## config.mk

```make
export PLATFORM = sky130hd
export DESIGN_NAME = panel_top
export DESIGN_NICKNAME = d
export VERILOG_FILES = /design/src/source/panel_pkg.sv /design/src/source/panel_status_if.sv /design/src/source/display_select.sv /design/src/source/light_shifter.sv /design/src/source/panel_top.sv /design/src/source/serial_rx.sv /design/src/source/serial_tx.sv /design/src/source/step_timer.sv
export SDC_FILE = /design/constraint.sdc
export NUM_CORES = 1
export LEC_CHECK = 0
export ABC_AREA = 1
export BUFFER_PORTS_ARGS = -buffer_cell sky130_fd_sc_hd__buf_2
export CELL_PAD_IN_SITES_DETAIL_PLACEMENT = 0
export CELL_PAD_IN_SITES_GLOBAL_PLACEMENT = 1
export CORE_ASPECT_RATIO = 1.1
export CORE_MARGIN = 2
export CORE_UTILIZATION = 44
export CTS_CLUSTER_SIZE = 12
export DETAILED_ROUTE_END_ITERATION = 12
export PLACE_DENSITY_LB_ADDON = 0.1
export SYNTH_ARGS = -nofsm -noshare
export SYNTH_HDL_FRONTEND = slang
export SYNTH_SLANG_ARGS = --single-unit
```

## constraint.sdc

```tcl
create_clock -name clk12 -period 2.6 [get_ports clk12]
set_input_delay 0.26 -clock clk12 [delete_from_list [all_inputs] [get_ports clk12]]
set_output_delay 0.26 -clock clk12 [all_outputs]
set_load 0.02 [all_outputs]
```

## src/source/panel_pkg.sv

```systemverilog
// panel exerciser constants and types
package panel_pkg;

    localparam int unsigned clk_hz = 12_000_000;
    localparam int unsigned baud_rate = 115_200;
    localparam int unsigned baud_div = clk_hz / baud_rate;    // 104 clocks per bit
    localparam int unsigned step_div_default = clk_hz / 2;    // half a second

    localparam int unsigned line_cols = 80;
    localparam logic [7:0] first_char = 8'h20;   // space
    localparam logic [7:0] last_char = 8'h7e;    // tilde

    // counter wide enough for one bit time, shared by both serial blocks
    typedef logic [$clog2(baud_div)-1:0] baud_cnt_t;

    typedef enum logic [1:0] {
        st_idle,
        st_start,
        st_data,
        st_stop
    } tx_state_t;

    typedef enum logic [2:0] {
        src_tx_char,
        src_switch_reg,
        src_switches,
        src_shift_pattern,
        src_rx_char,
        src_hold
    } disp_src_t;

endpackage

```

## src/source/panel_status_if.sv

```systemverilog
// panel status bundle
`timescale 1ns/1ns

interface panel_status_if;

    logic [7:0] tx_char;         // character of the frame on the tx pin
    logic [7:0] rx_char;         // last good character received
    logic [11:0] shift_pattern;  // walking lamp
    logic step;                  // one-cycle step pulse

    modport tx_side (output tx_char);
    modport rx_side (output rx_char);
    modport light_side (output shift_pattern, input step);
    modport timer_side (output step);

    // the data lamp selector looks at everything
    modport display (input tx_char, input rx_char, input shift_pattern, input step);

endinterface

```

## src/source/display_select.sv

```systemverilog
// data lamp source select
`timescale 1ns/1ns

module display_select import panel_pkg::*; (
    input  logic clk12,
    input  logic reset,
    input  logic [5:0] dsel,
    input  logic [11:0] sr,
    input  logic [8:0] switches,
    panel_status_if.display status,
    output logic [11:0] ds
);

    logic [11:0] sr_q;
    logic [8:0] switches_q;
    disp_src_t src;

    always_ff @(posedge clk12) begin
        sr_q <= sr;
        switches_q <= switches;
    end

    // lowest select bit wins
    always_comb begin
        if (dsel[0]) src = src_tx_char;
        else if (dsel[1]) src = src_switch_reg;
        else if (dsel[2]) src = src_switches;
        else if (dsel[3] || dsel[4]) src = src_shift_pattern;
        else if (dsel[5]) src = src_rx_char;
        else src = src_hold;
    end

    always_ff @(posedge clk12) begin
        if (reset) begin
            ds <= '0;    // all dsn lamps dark
        end else begin
            case (src)
                src_tx_char: ds <= {4'b0, status.tx_char};
                src_switch_reg: ds <= sr_q;
                src_switches: ds <= {switches_q, 3'b0};
                src_shift_pattern: ds <= status.shift_pattern;
                src_rx_char: ds <= {4'b0, status.rx_char};
                default: ds <= ds;
            endcase
        end
    end

    // shown walking lamp only moves after a step pulse
    shift_lamps_move_on_step: assert property (
        @(posedge clk12) disable iff (reset)
        (src == src_shift_pattern && $past(src) == src_shift_pattern
            && !$past(status.step)) |=> $stable(ds)
    );

endmodule

```

## src/source/light_shifter.sv

```systemverilog
// walking lamp pattern
`timescale 1ns/1ns

module light_shifter (
    input  logic clk12,
    input  logic reset,
    input  logic dsel_left,
    input  logic dsel_right,
    panel_status_if.light_side status
);

    always_ff @(posedge clk12) begin
        if (reset) begin
            status.shift_pattern <= '0;
        end else if (status.step) begin
            if (dsel_right) begin    // right wins when both are on
                if (status.shift_pattern == '0) status.shift_pattern <= 12'o4000;
                else status.shift_pattern <= status.shift_pattern >> 1;
            end else if (dsel_left) begin
                if (status.shift_pattern == '0) status.shift_pattern <= 12'o0001;
                else status.shift_pattern <= {status.shift_pattern[10:0], 1'b0};
            end
        end
    end

    // the lit bit runs off the end and the pattern restarts from zero
    one_lamp_lit: assert property (
        @(posedge clk12) disable iff (reset) $onehot0(status.shift_pattern)
    );

endmodule

```

## src/source/panel_top.sv

```systemverilog
// front panel exerciser top level
`timescale 1ns/1ns

module panel_top import panel_pkg::*; #(
    parameter int unsigned step_div = step_div_default
) (
    input  logic clk12,
    input  logic reset,
    input  logic rx,
    input  logic [11:0] sr,
    input  logic [5:0] dsel,
    input  logic dep,
    input  logic sw,
    input  logic single_step,
    input  logic halt,
    input  logic examn,
    input  logic contn,
    input  logic extd_addrn,
    input  logic addr_loadn,
    input  logic clearn,
    output logic tx,
    output logic runn,
    output logic [2:0] eman,
    output logic [11:0] an,
    output logic [11:0] dsn
);

    panel_status_if status ();

    logic [14:0] address;
    logic [11:0] ds;
    logic [8:0] switches;

    // active-low switches shown as pressed = 1
    assign switches = {sw, ~addr_loadn, ~extd_addrn, ~clearn, ~contn,
                       ~examn, halt, single_step, dep};

    assign {eman, an} = ~address;
    assign dsn = ~ds;
    assign runn = rx;    // run lamp lit while rx is low

    step_timer #(.step_div(step_div)) u_step_timer (
        .clk12   (clk12),
        .reset   (reset),
        .status  (status.timer_side),
        .address (address)
    );

    serial_tx u_serial_tx (
        .clk12  (clk12),
        .reset  (reset),
        .status (status.tx_side),
        .tx     (tx)
    );

    serial_rx u_serial_rx (
        .clk12  (clk12),
        .reset  (reset),
        .rx     (rx),
        .status (status.rx_side)
    );

    light_shifter u_light_shifter (
        .clk12      (clk12),
        .reset      (reset),
        .dsel_left  (dsel[3]),
        .dsel_right (dsel[4]),
        .status     (status.light_side)
    );

    display_select u_display_select (
        .clk12    (clk12),
        .reset    (reset),
        .dsel     (dsel),
        .sr       (sr),
        .switches (switches),
        .status   (status.display),
        .ds       (ds)
    );

endmodule

```

## src/source/serial_rx.sv

```systemverilog
// serial 8N1 receiver
`timescale 1ns/1ns

module serial_rx import panel_pkg::*; (
    input  logic clk12,
    input  logic reset,
    input  logic rx,
    panel_status_if.rx_side status
);

    logic rx_meta;
    logic rx_sync;
    logic busy;
    logic [3:0] bit_idx;    // 0 start, 1..8 data, 9 stop, 10 wait for line high
    baud_cnt_t baud_cnt;
    logic [7:0] shift;

    // two flop synchronizer
    always_ff @(posedge clk12) begin
        if (reset) begin
            rx_meta <= 1'b1;
            rx_sync <= 1'b1;
        end else begin
            rx_meta <= rx;
            rx_sync <= rx_meta;
        end
    end

    always_ff @(posedge clk12) begin
        if (reset) begin
            busy <= 1'b0;
            bit_idx <= '0;
            baud_cnt <= '0;
            status.rx_char <= '0;
        end else if (!busy) begin
            if (!rx_sync) begin    // line low, possible start bit
                busy <= 1'b1;
                bit_idx <= '0;
                baud_cnt <= '0;
            end
        end else if (bit_idx == 4'd10) begin
            if (rx_sync) busy <= 1'b0;   // framing error cleared
        end else if (bit_idx == 4'd0) begin
            if (baud_cnt == baud_cnt_t'(baud_div / 2 - 1)) begin
                baud_cnt <= '0;
                if (rx_sync) begin
                    busy <= 1'b0;    // glitch, not a start bit
                end else begin
                    bit_idx <= 4'd1;
                end
            end else begin
                baud_cnt <= baud_cnt + 1'b1;
            end
        end else if (baud_cnt == baud_cnt_t'(baud_div - 1)) begin
            baud_cnt <= '0;
            if (bit_idx == 4'd9) begin
                if (rx_sync) begin
                    status.rx_char <= shift;
                    busy <= 1'b0;
                end else begin
                    bit_idx <= 4'd10;   // low stop bit, frame dropped
                end
            end else begin
                shift <= {rx_sync, shift[7:1]};
                bit_idx <= bit_idx + 4'd1;
            end
        end else begin
            baud_cnt <= baud_cnt + 1'b1;
        end
    end

endmodule

```

## src/source/serial_tx.sv

```systemverilog
// serial test text transmitter
`timescale 1ns/1ns

module serial_tx import panel_pkg::*; (
    input  logic clk12,
    input  logic reset,
    panel_status_if.tx_side status,
    output logic tx
);

    tx_state_t state;
    baud_cnt_t baud_cnt;
    logic [2:0] bit_idx;
    logic [7:0] shift;
    logic [7:0] seq_char;    // next printable character
    logic [6:0] col_cnt;     // 0..79 printable, then cr, then lf
    logic [7:0] frame_char;
    logic baud_last;
    logic load;

    assign baud_last = (baud_cnt == baud_cnt_t'(baud_div - 1));

    // a new frame starts right out of reset and after every stop bit
    assign load = (state == st_idle) || (state == st_stop && baud_last);

    always_comb begin
        if (col_cnt < 7'(line_cols)) begin
            frame_char = seq_char;
        end else if (col_cnt == 7'(line_cols)) begin
            frame_char = 8'h0d;
        end else begin
            frame_char = 8'h0a;
        end
    end

    always_ff @(posedge clk12) begin
        if (reset) begin
            state <= st_idle;
            tx <= 1'b1;           // line idles high
            baud_cnt <= '0;
            bit_idx <= '0;
            seq_char <= first_char;
            col_cnt <= '0;
            status.tx_char <= '0;
        end else if (load) begin
            state <= st_start;
            tx <= 1'b0;           // start bit
            baud_cnt <= '0;
            shift <= frame_char;
            status.tx_char <= frame_char;
            if (col_cnt < 7'(line_cols)) begin
                seq_char <= (seq_char == last_char) ? first_char : seq_char + 8'd1;
                col_cnt <= col_cnt + 7'd1;
            end else if (col_cnt == 7'(line_cols)) begin
                col_cnt <= col_cnt + 7'd1;
            end else begin
                col_cnt <= '0;    // lf done, new line
            end
        end else if (!baud_last) begin
            baud_cnt <= baud_cnt + 1'b1;
        end else begin
            baud_cnt <= '0;
            case (state)
                st_start: begin
                    state <= st_data;
                    tx <= shift[0];   // lsb first
                    shift <= shift >> 1;
                    bit_idx <= '0;
                end
                st_data: begin
                    if (bit_idx == 3'd7) begin
                        state <= st_stop;
                        tx <= 1'b1;
                    end else begin
                        tx <= shift[0];
                        shift <= shift >> 1;
                        bit_idx <= bit_idx + 3'd1;
                    end
                end
                default: state <= st_idle;
            endcase
        end
    end

    tx_high_when_not_framing: assert property (
        @(posedge clk12) disable iff (reset) (state == st_idle || state == st_stop) |-> tx
    );

endmodule

```

## src/source/step_timer.sv

```systemverilog
// step timer and lamp address
`timescale 1ns/1ns

module step_timer import panel_pkg::*; #(
    parameter int unsigned step_div = step_div_default
) (
    input  logic clk12,
    input  logic reset,
    panel_status_if.timer_side status,
    output logic [14:0] address
);

    typedef logic [$clog2(step_div)-1:0] count_t;

    count_t count;   // clocks left until the next step

    always_ff @(posedge clk12) begin
        if (reset) begin
            count <= count_t'(step_div - 1);
            status.step <= 1'b0;
        end else if (count == '0) begin
            count <= count_t'(step_div - 1);
            status.step <= 1'b1;
        end else begin
            count <= count - 1'b1;
            status.step <= 1'b0;
        end
    end

    // address lamps count the steps
    always_ff @(posedge clk12) begin
        if (reset) begin
            address <= '0;
        end else if (status.step) begin
            address <= address + 15'd1;
        end
    end

    step_single_cycle: assert property (
        @(posedge clk12) disable iff (reset) status.step |=> !status.step
    );

endmodule

```

==> results of run 1 <==
==> worst max-delay path by stage <==
stage / slack (ns) / end / start / cells past startpoint
CTS: 0.42 / u_serial_tx.shift[5] / u_serial_tx.baud_cnt[0] / 8
finish: 0.43 / u_serial_tx.shift[3] / u_serial_tx.baud_cnt[0] / 8
global placement: 0.50 / u_serial_tx.shift[5] / u_serial_tx.baud_cnt[0] / 8
global route: 0.27 / u_serial_tx.shift[5] / u_serial_tx.baud_cnt[0] / 8
detailed placement: 0.43 / u_serial_tx.shift[5] / u_serial_tx.baud_cnt[0] / 8
floorplan: 0.56 / u_serial_tx.shift[0] / u_serial_tx.baud_cnt[0] / 8
==> final cells by class <==
cell class	count	area (um2)	share of cell area
tap	204	255	0.0297
timing repair buffer	87	561	0.0652
multi-input combinational	718	3440	0.400
clock buffer	22	475	0.0553
inverter	108	405	0.0472
sequential	158	3320	0.387
clock inverter	10	133	0.0154
==> logic make-up (layout without fill, tap and decap cells) <==
| kind of cell | Yosys count | in the layout |
|---|---|---|
| AOI/OAI and AO/OA | 135 | 135 |
| xor gates and xnor gates | 12 | 12 |
| adders and majority gates | 18 | 18 |
| buffers and inverters | 134 | 227 |
| DFF | 158 | 158 |
| and+or+nand+nor | 553 | 553 |
==> through the flow <==
stage / power [mW] / hold slack [ns]
after floorplan: 2.82 / 0.288
after global placement: 2.92 / 0.362
after detailed placement: 2.92 / 0.364
after CTS: 5.53 / 0.0186
after global routing: 5.68 / 0.0195
final: 5.46 / 0.0337
==> where the power goes <==
| group | internal (mW) | leakage (nW) | switching, mW |
|---|---|---|---|
| Sequential | 2.52 | 1.31 | 0.0360 |
| Combinational | 0.121 | 1.86 | 0.208 |
| Clock | 1.59 | 0.300 | 0.982 |
==> what timing repair did <==
action | 4_1_cts | 5_1_grt
hold buffers | 21 | 0
endpoints found under the hold margin | 21 | 0
setup buffers | 0 | 0
==> registers in the layout (all words and copies together) (netlist names), 9 cells and up <==
| name | flops |
|---|---|
| u_light_shifter.status.shift_pattern | 12 |
| u_display_select.ds | 12 |
| u_display_select.sr_q | 12 |
| u_step_timer.address | 15 |
| u_display_select.switches_q | 9 |
| u_step_timer.count | 23 |
==> per-layer routing <==
layer  vias to the layer above  part of all wire  GRT usage
met5                         -                 0          0
met1                      2806              0.50      0.257
li1                       3407                 -          -
met2                       106              0.45      0.307
met4                         0             0.016     0.0700
met3                        20             0.042     0.0478
==> cell usage after synthesis <==
cell        n
nand2_1   267
clkbuf_1   11
buf_2       8
nor4_1      1
nand4_1    22
nand2_4     1
o21ai_1     3
a21oi_4     3
or2_2       9
inv_1     106
nand2_2     4
o21ai_0    54
ha_1       18
xor2_1      9
buf_4       4
nand3_2     2
a21boi_0    1
nor2_2      7
inv_2       2
nor3b_1     2
dfxtp_1   142
o21a_1      2
nor3_1     15
nor2_1    141
o211ai_1    2
o22ai_1     1
or2_0       1
xnor2_1     3
nand3_4     1
nand3b_1    3
buf_6       1
a31oi_1     2
nand3_1    72
nor2_4      5
buf_1       2
a21oi_1    67
edfxtp_1   16
==> results.md, run 1 <==
* Post-Synth XOR/XNOR Area at 0.0144
* DRC Markers at 0
* DRT Wirelength at ~16000 um
* Final #Nets at between 1000 and 1500
* Worst Reg-to-Reg Cells at 8
* Status: completed
* Wire per inst at about 12 um
* Synthesized area at roughly 0.0073 mm2
* Global Route Usage Sum at 0.194
* Post-DRT Antenna Nets at 0
* Inserted Clock Buffers at 17
* Inst Count DP at 1254
* Vias in the first global route at approximately 6000
* VDD IR max at between 0.5 and 0.6 mV
* Worst hold path class: primary input to flop
* Min-delay src: rx
* Clock latency on the worst-skew pair at 0.42 ns
* Fill cells at between 1500 and 2000
* Post-route clock period utilization at 0.833
* # diodes at 0
* Most common cell after layout, fill and taps aside: nand2_1
* DR vias/cell at 4.85
* Post-DP Area at ~0.0078 mm2
* Initial Util at 0.448
* Root buf cell: clkbuf_16
* Startpoint types: flop
* Placer Congestion at between 0.7 and 0.8
* #FFs+latches synth at about 160
* Yosys top cell by area: dfxtp_1
* Pwr Density at between 600 and 700 mW/mm2
* F_max at about 460 MHz
* Layout cells sized above 1 at 0.117
* Die area at 0.0176 mm2
* Starting DRT DRC Count at between 200 and 300
* Critical path peak fanout at 22
* Core region area at ~0.016 mm2
* Post-layout util at 0.527
* Critical path buffers and inverters at 2
* Post-CTS sizing at 0
* Hold path endpoint: u_serial_rx.rx_meta
* Most frequent cells in the layout: nand2_1, dfxtp_1, nor2_1
* Warnings, synthesis at 0
* Crit path kind: flop to flop
* RR Endpoint: u_serial_tx.shift[3]
* Pre-CTS setup slack at approximately 0.43 ns
* Slew margin rel. at 0.583
* WP data arrival at roughly 2.3 ns
* Initial antenna violation count at 0
* Area Growth Syn to Fin at 17.7%
* Total gr overflow at 0
* Worst hold path depth at 2
* Max H-tree Level at 4
* Net Count, Synth at between 1000 and 1500
* Crit-path cells: ha_1 -> nand2_2 -> nor2_4 -> nand3_4 -> nand2_4 -> inv_2 -> a21oi_1 -> buf_4
* Largest family of logic cells by synthesized area: simple AND/OR/NAND/NOR gates
* Cell Rows at 49
* Pin count of the biggest net entering global routing at 54
* FF-to-FF setup slack at ~0.43 ns
* RR Startpoint: u_serial_tx.baud_cnt[0]
* TritonCTS Sinks at 158
* Slowest CP cell: dfxtp_1
* DR pass1 iterations at 5
* Fin area at about 0.0086 mm2
* Final number of max-transition violations at 0
* WP data required at roughly 2.7 ns
* TritonCTS clock tree: built
* Final setup fails at 0
* Synth top area cells: dfxtp_1, nand2_1, nor2_1
* Mux cell area share after synthesis at 0
* Final setup TNS at 0 ns
* Clock Skew at 0.00651 ns
* Final Hold Fails at 0
* PnR worst setup slack at 0.434 ns
* Clock transition at the registers of the reported paths at roughly 0.060 ns
* Synthesized instance count at between 1000 and 1500
* Seq/Total Area, Yosys at 0.455
* RSZ-0062 raised after global routing: no
* Post-synth top area share at 0.389
* Adder-Cell Fraction of Synth Area at 0.0309
* Leakage at 3.47 nW
* Num ports at 59
* Chip Width at between 100 and 150 um
* Max Root-Sink Buffers at 2
* Max stage delay on crit path at 0.35 ns
* Port-buffer cells at 58
* Final period demand of the worst path at around 2.2 ns
* Cell Count, Final, Fillers Out at 1307
* Netlist cell types at 37
* Simple-Gate Fraction of Synth Area at 0.327
* Compound-Gate Fraction of Synth Area at 0.0994
* Crit. End Element: flop
* Hpwl dp at about 11000 um
* Die Y at about 140 um
* First-pass GRT wire length at around 28000 um
* Max Cap Viol at 0
* CP top delay family: simple AND/OR/NAND/NOR gates
* Vias at between 6000 and 7000
* Avg Inst Size Synth at between 7 and 8 um2
* Worst slew pin tran at approximately 0.63 ns
Note: power is estimated with default switching activity, not from simulation.
==> run 2, diff against run 1 <==
- CORE_UTILIZATION: 44 -> 39
- clock period: 2.6 -> 1.8 ns (I/O delays scaled with it)
==> results.md, run 2 (synthesized netlist as in run 1, its figures left out) <==
* Most frequent cells in the layout: nand2_1, nor2_1, dfxtp_1
* Clock latency on the worst-skew pair at roughly 0.43 ns
* FF+latch area at 0.00333 mm2
* Cell Rows at 52
* Post-layout util at 0.481
* Max Cap Viol at 0
* Most common cell after layout, fill and taps aside: nand2_1
* Met3 Routed Length at 629 um
* Pin count of the biggest net entering global routing at between 40 and 50
* Switching part of the total at 0.246
* Final period demand of the worst path at roughly 1.7 ns
* Placer Congestion at ~0.77
* Post-CTS setup buffer count at 0
* Met1 wire length at 8290 um
* Part of the power in combinational logic at 0.067
* Leakage at between 3 and 4 nW
* F_max at 592 MHz
* Power Internal at ~5.8 mW
* VDD IR max at about 0.64 mV
* DR pass1 iterations at 5
* Worst hold path class: primary input to flop
* Final setup fails at 0
* Starting DRT DRC Count at between 200 and 250
* Clock transition at the registers of the reported paths at roughly 0.07 ns
* Fill cells at ~1900
* Final #Nets at 1158
* TritonCTS Sinks at around 160
* Max FFs per register at 23
* Global Route Usage Sum at 0.179
* Inserted Clock Buffers at 17
* Final setup TNS at 0 ns
* Num ports at ~60
* WP data arrival at ~1.8 ns
* Biggest regs: u_step_timer.count: 23 flops, u_step_timer.address: 15 flops
* Max H-tree Level at 4
* DRC Markers at 0
* TritonCTS clock tree: built
* # diodes at 0
* Die Y at around 150 um
* WP data required at approximately 1.9 ns
* Initial antenna violation count at 0
* Port-buffer cells at 58
* Initial Util at 0.398
* RSZ-0062 raised after global routing: no
* Power after layout at around 7.8 mW
* Core region area at 0.0183 mm2
* Slew margin rel. at 0.546
* Clock Skew at about 0.0094 ns
* Seq pwr share at 0.476
* DRT Wirelength at between 15000 and 20000 um
* Status: completed
* Post-DRT Antenna Nets at 0
* Hpwl dp at 12100 um
* DR top layer: met4
* Total gr overflow at 0
* Startpoint types: flop
* Reg with most FFs: u_step_timer.count
* Root buf cell: clkbuf_16
* Pwr Density at between 800 and 900 mW/mm2
* Crit path kind: flop to flop
* DR vias/cell at 4.65
* Wire per inst at 12.2 um
* Post-route clock period utilization at 0.938
* Worst slew pin tran at just under 0.7 ns
* Final number of max-transition violations at 0
* Vias at about 6300
* Clock share of power at 0.457
* Die area at 0.0198 mm2
* Max Root-Sink Buffers at 2
* Chip Width at 134 um
* Critical path peak fanout at 8
* Multi-input gate area at 0.00347 mm2
* Vias in the first global route at around 6200
* Final Hold Fails at 0
* First-pass GRT wire length at just under 30000 um
* Layout cells sized above 1 at 0.143
* DR WL met2 at between 7000 and 8000 um
* Sw Pwr at roughly 1.9 mW
* Area Growth Syn to Fin at 20.8%
* Crit. End Element: flop
-- run 2: changes by cell type in the layout (fill, tap and decap cells not counted), moves of 3 or more --
cell,previous run,this run
buf_4,8,26
clkinv_4,0,4
o21ai_0,54,50
o21ai_1,3,7
clkbuf_1,3,0
clkinv_2,4,1
dfxtp_1,142,139
dfxtp_2,0,3
-- run 2: final cells by class --
type,instances,share of cell area
Clock buffer,19,0.0514
Clock inverter,13,0.0148
Inverter,108,0.0460
Multi-Input combinational cell,718,0.394
Sequential cell,158,0.377
Tap cell,243,0.0345
Timing Repair Buffer,107,0.0823
-- run 2: worst max-delay path, cell delays in order, from the launching register on --
cell and delay, ns:
dfxtp_2 0.34, ha_2 0.18, nand2_2 0.08, nor2_4 0.15, nand3_4 0.11, nand2_4 0.10, inv_2 0.10, a21oi_4 0.30
-- run 2: per-layer routing --
metal / track usage / vias up
met5: 0 / -
met1: 0.238 / 2794
met2: 0.292 / 84
met3: 0.0374 / 15
met4: 0.0584 / 0
li1: - / 3454
-- run 2: worst paths after layout --
check	slack, ns	startpoint	to	cells past startpoint
worst max-delay path	0.11	u_serial_tx.baud_cnt[0]	u_serial_tx.shift[4]	7
worst min-delay path	0.12	reset	u_serial_tx.bit_idx[2]	2
worst max register to register	0.11	u_serial_tx.baud_cnt[0]	u_serial_tx.shift[4]	7
worst min register to register	0.39	u_step_timer.count[0]	u_step_timer.count[0]	1
-- run 2: power groups by stage --
| stage | clock (mW) | combinational [mW] | sequential (mW) |
|---|---|---|---|
| 6_report | 3.54 | 0.519 | 3.69 |
| 5_1_grt | 3.81 | 0.593 | 3.70 |
| 4_1_cts | 3.65 | 0.526 | 3.69 |
| 3_5_place_dp | 0 | 0.488 | 3.77 |
| 3_3_place_gp | 0 | 0.489 | 3.77 |
| 2_1_floorplan | 0 | 0.326 | 3.76 |
-- run 2: through the flow --
stage / setup WS [ns] / instances / hold slack [ns] / instance area [um2]
finish: 0.111 / 1366 / 0.121 / 8820
global route: 0.00865 / 1366 / 0.121 / 8820
CTS: 0.0530 / 1366 / 0.112 / 8790
detailed placement: 0.0661 / 1312 / 0.284 / 7990
global placement: 0.111 / 1312 / 0.283 / 7990
floorplan: 0.0321 / 1010 / 0.208 / 7310
-- run 2: repair_timing --
action / 4_1_cts / 5_1_grt
setup endpoints to repair: 0 / 38
hold buffers: 22 / 0
resized for setup: 0 / 14
endpoints found under the hold margin: 22 / 0
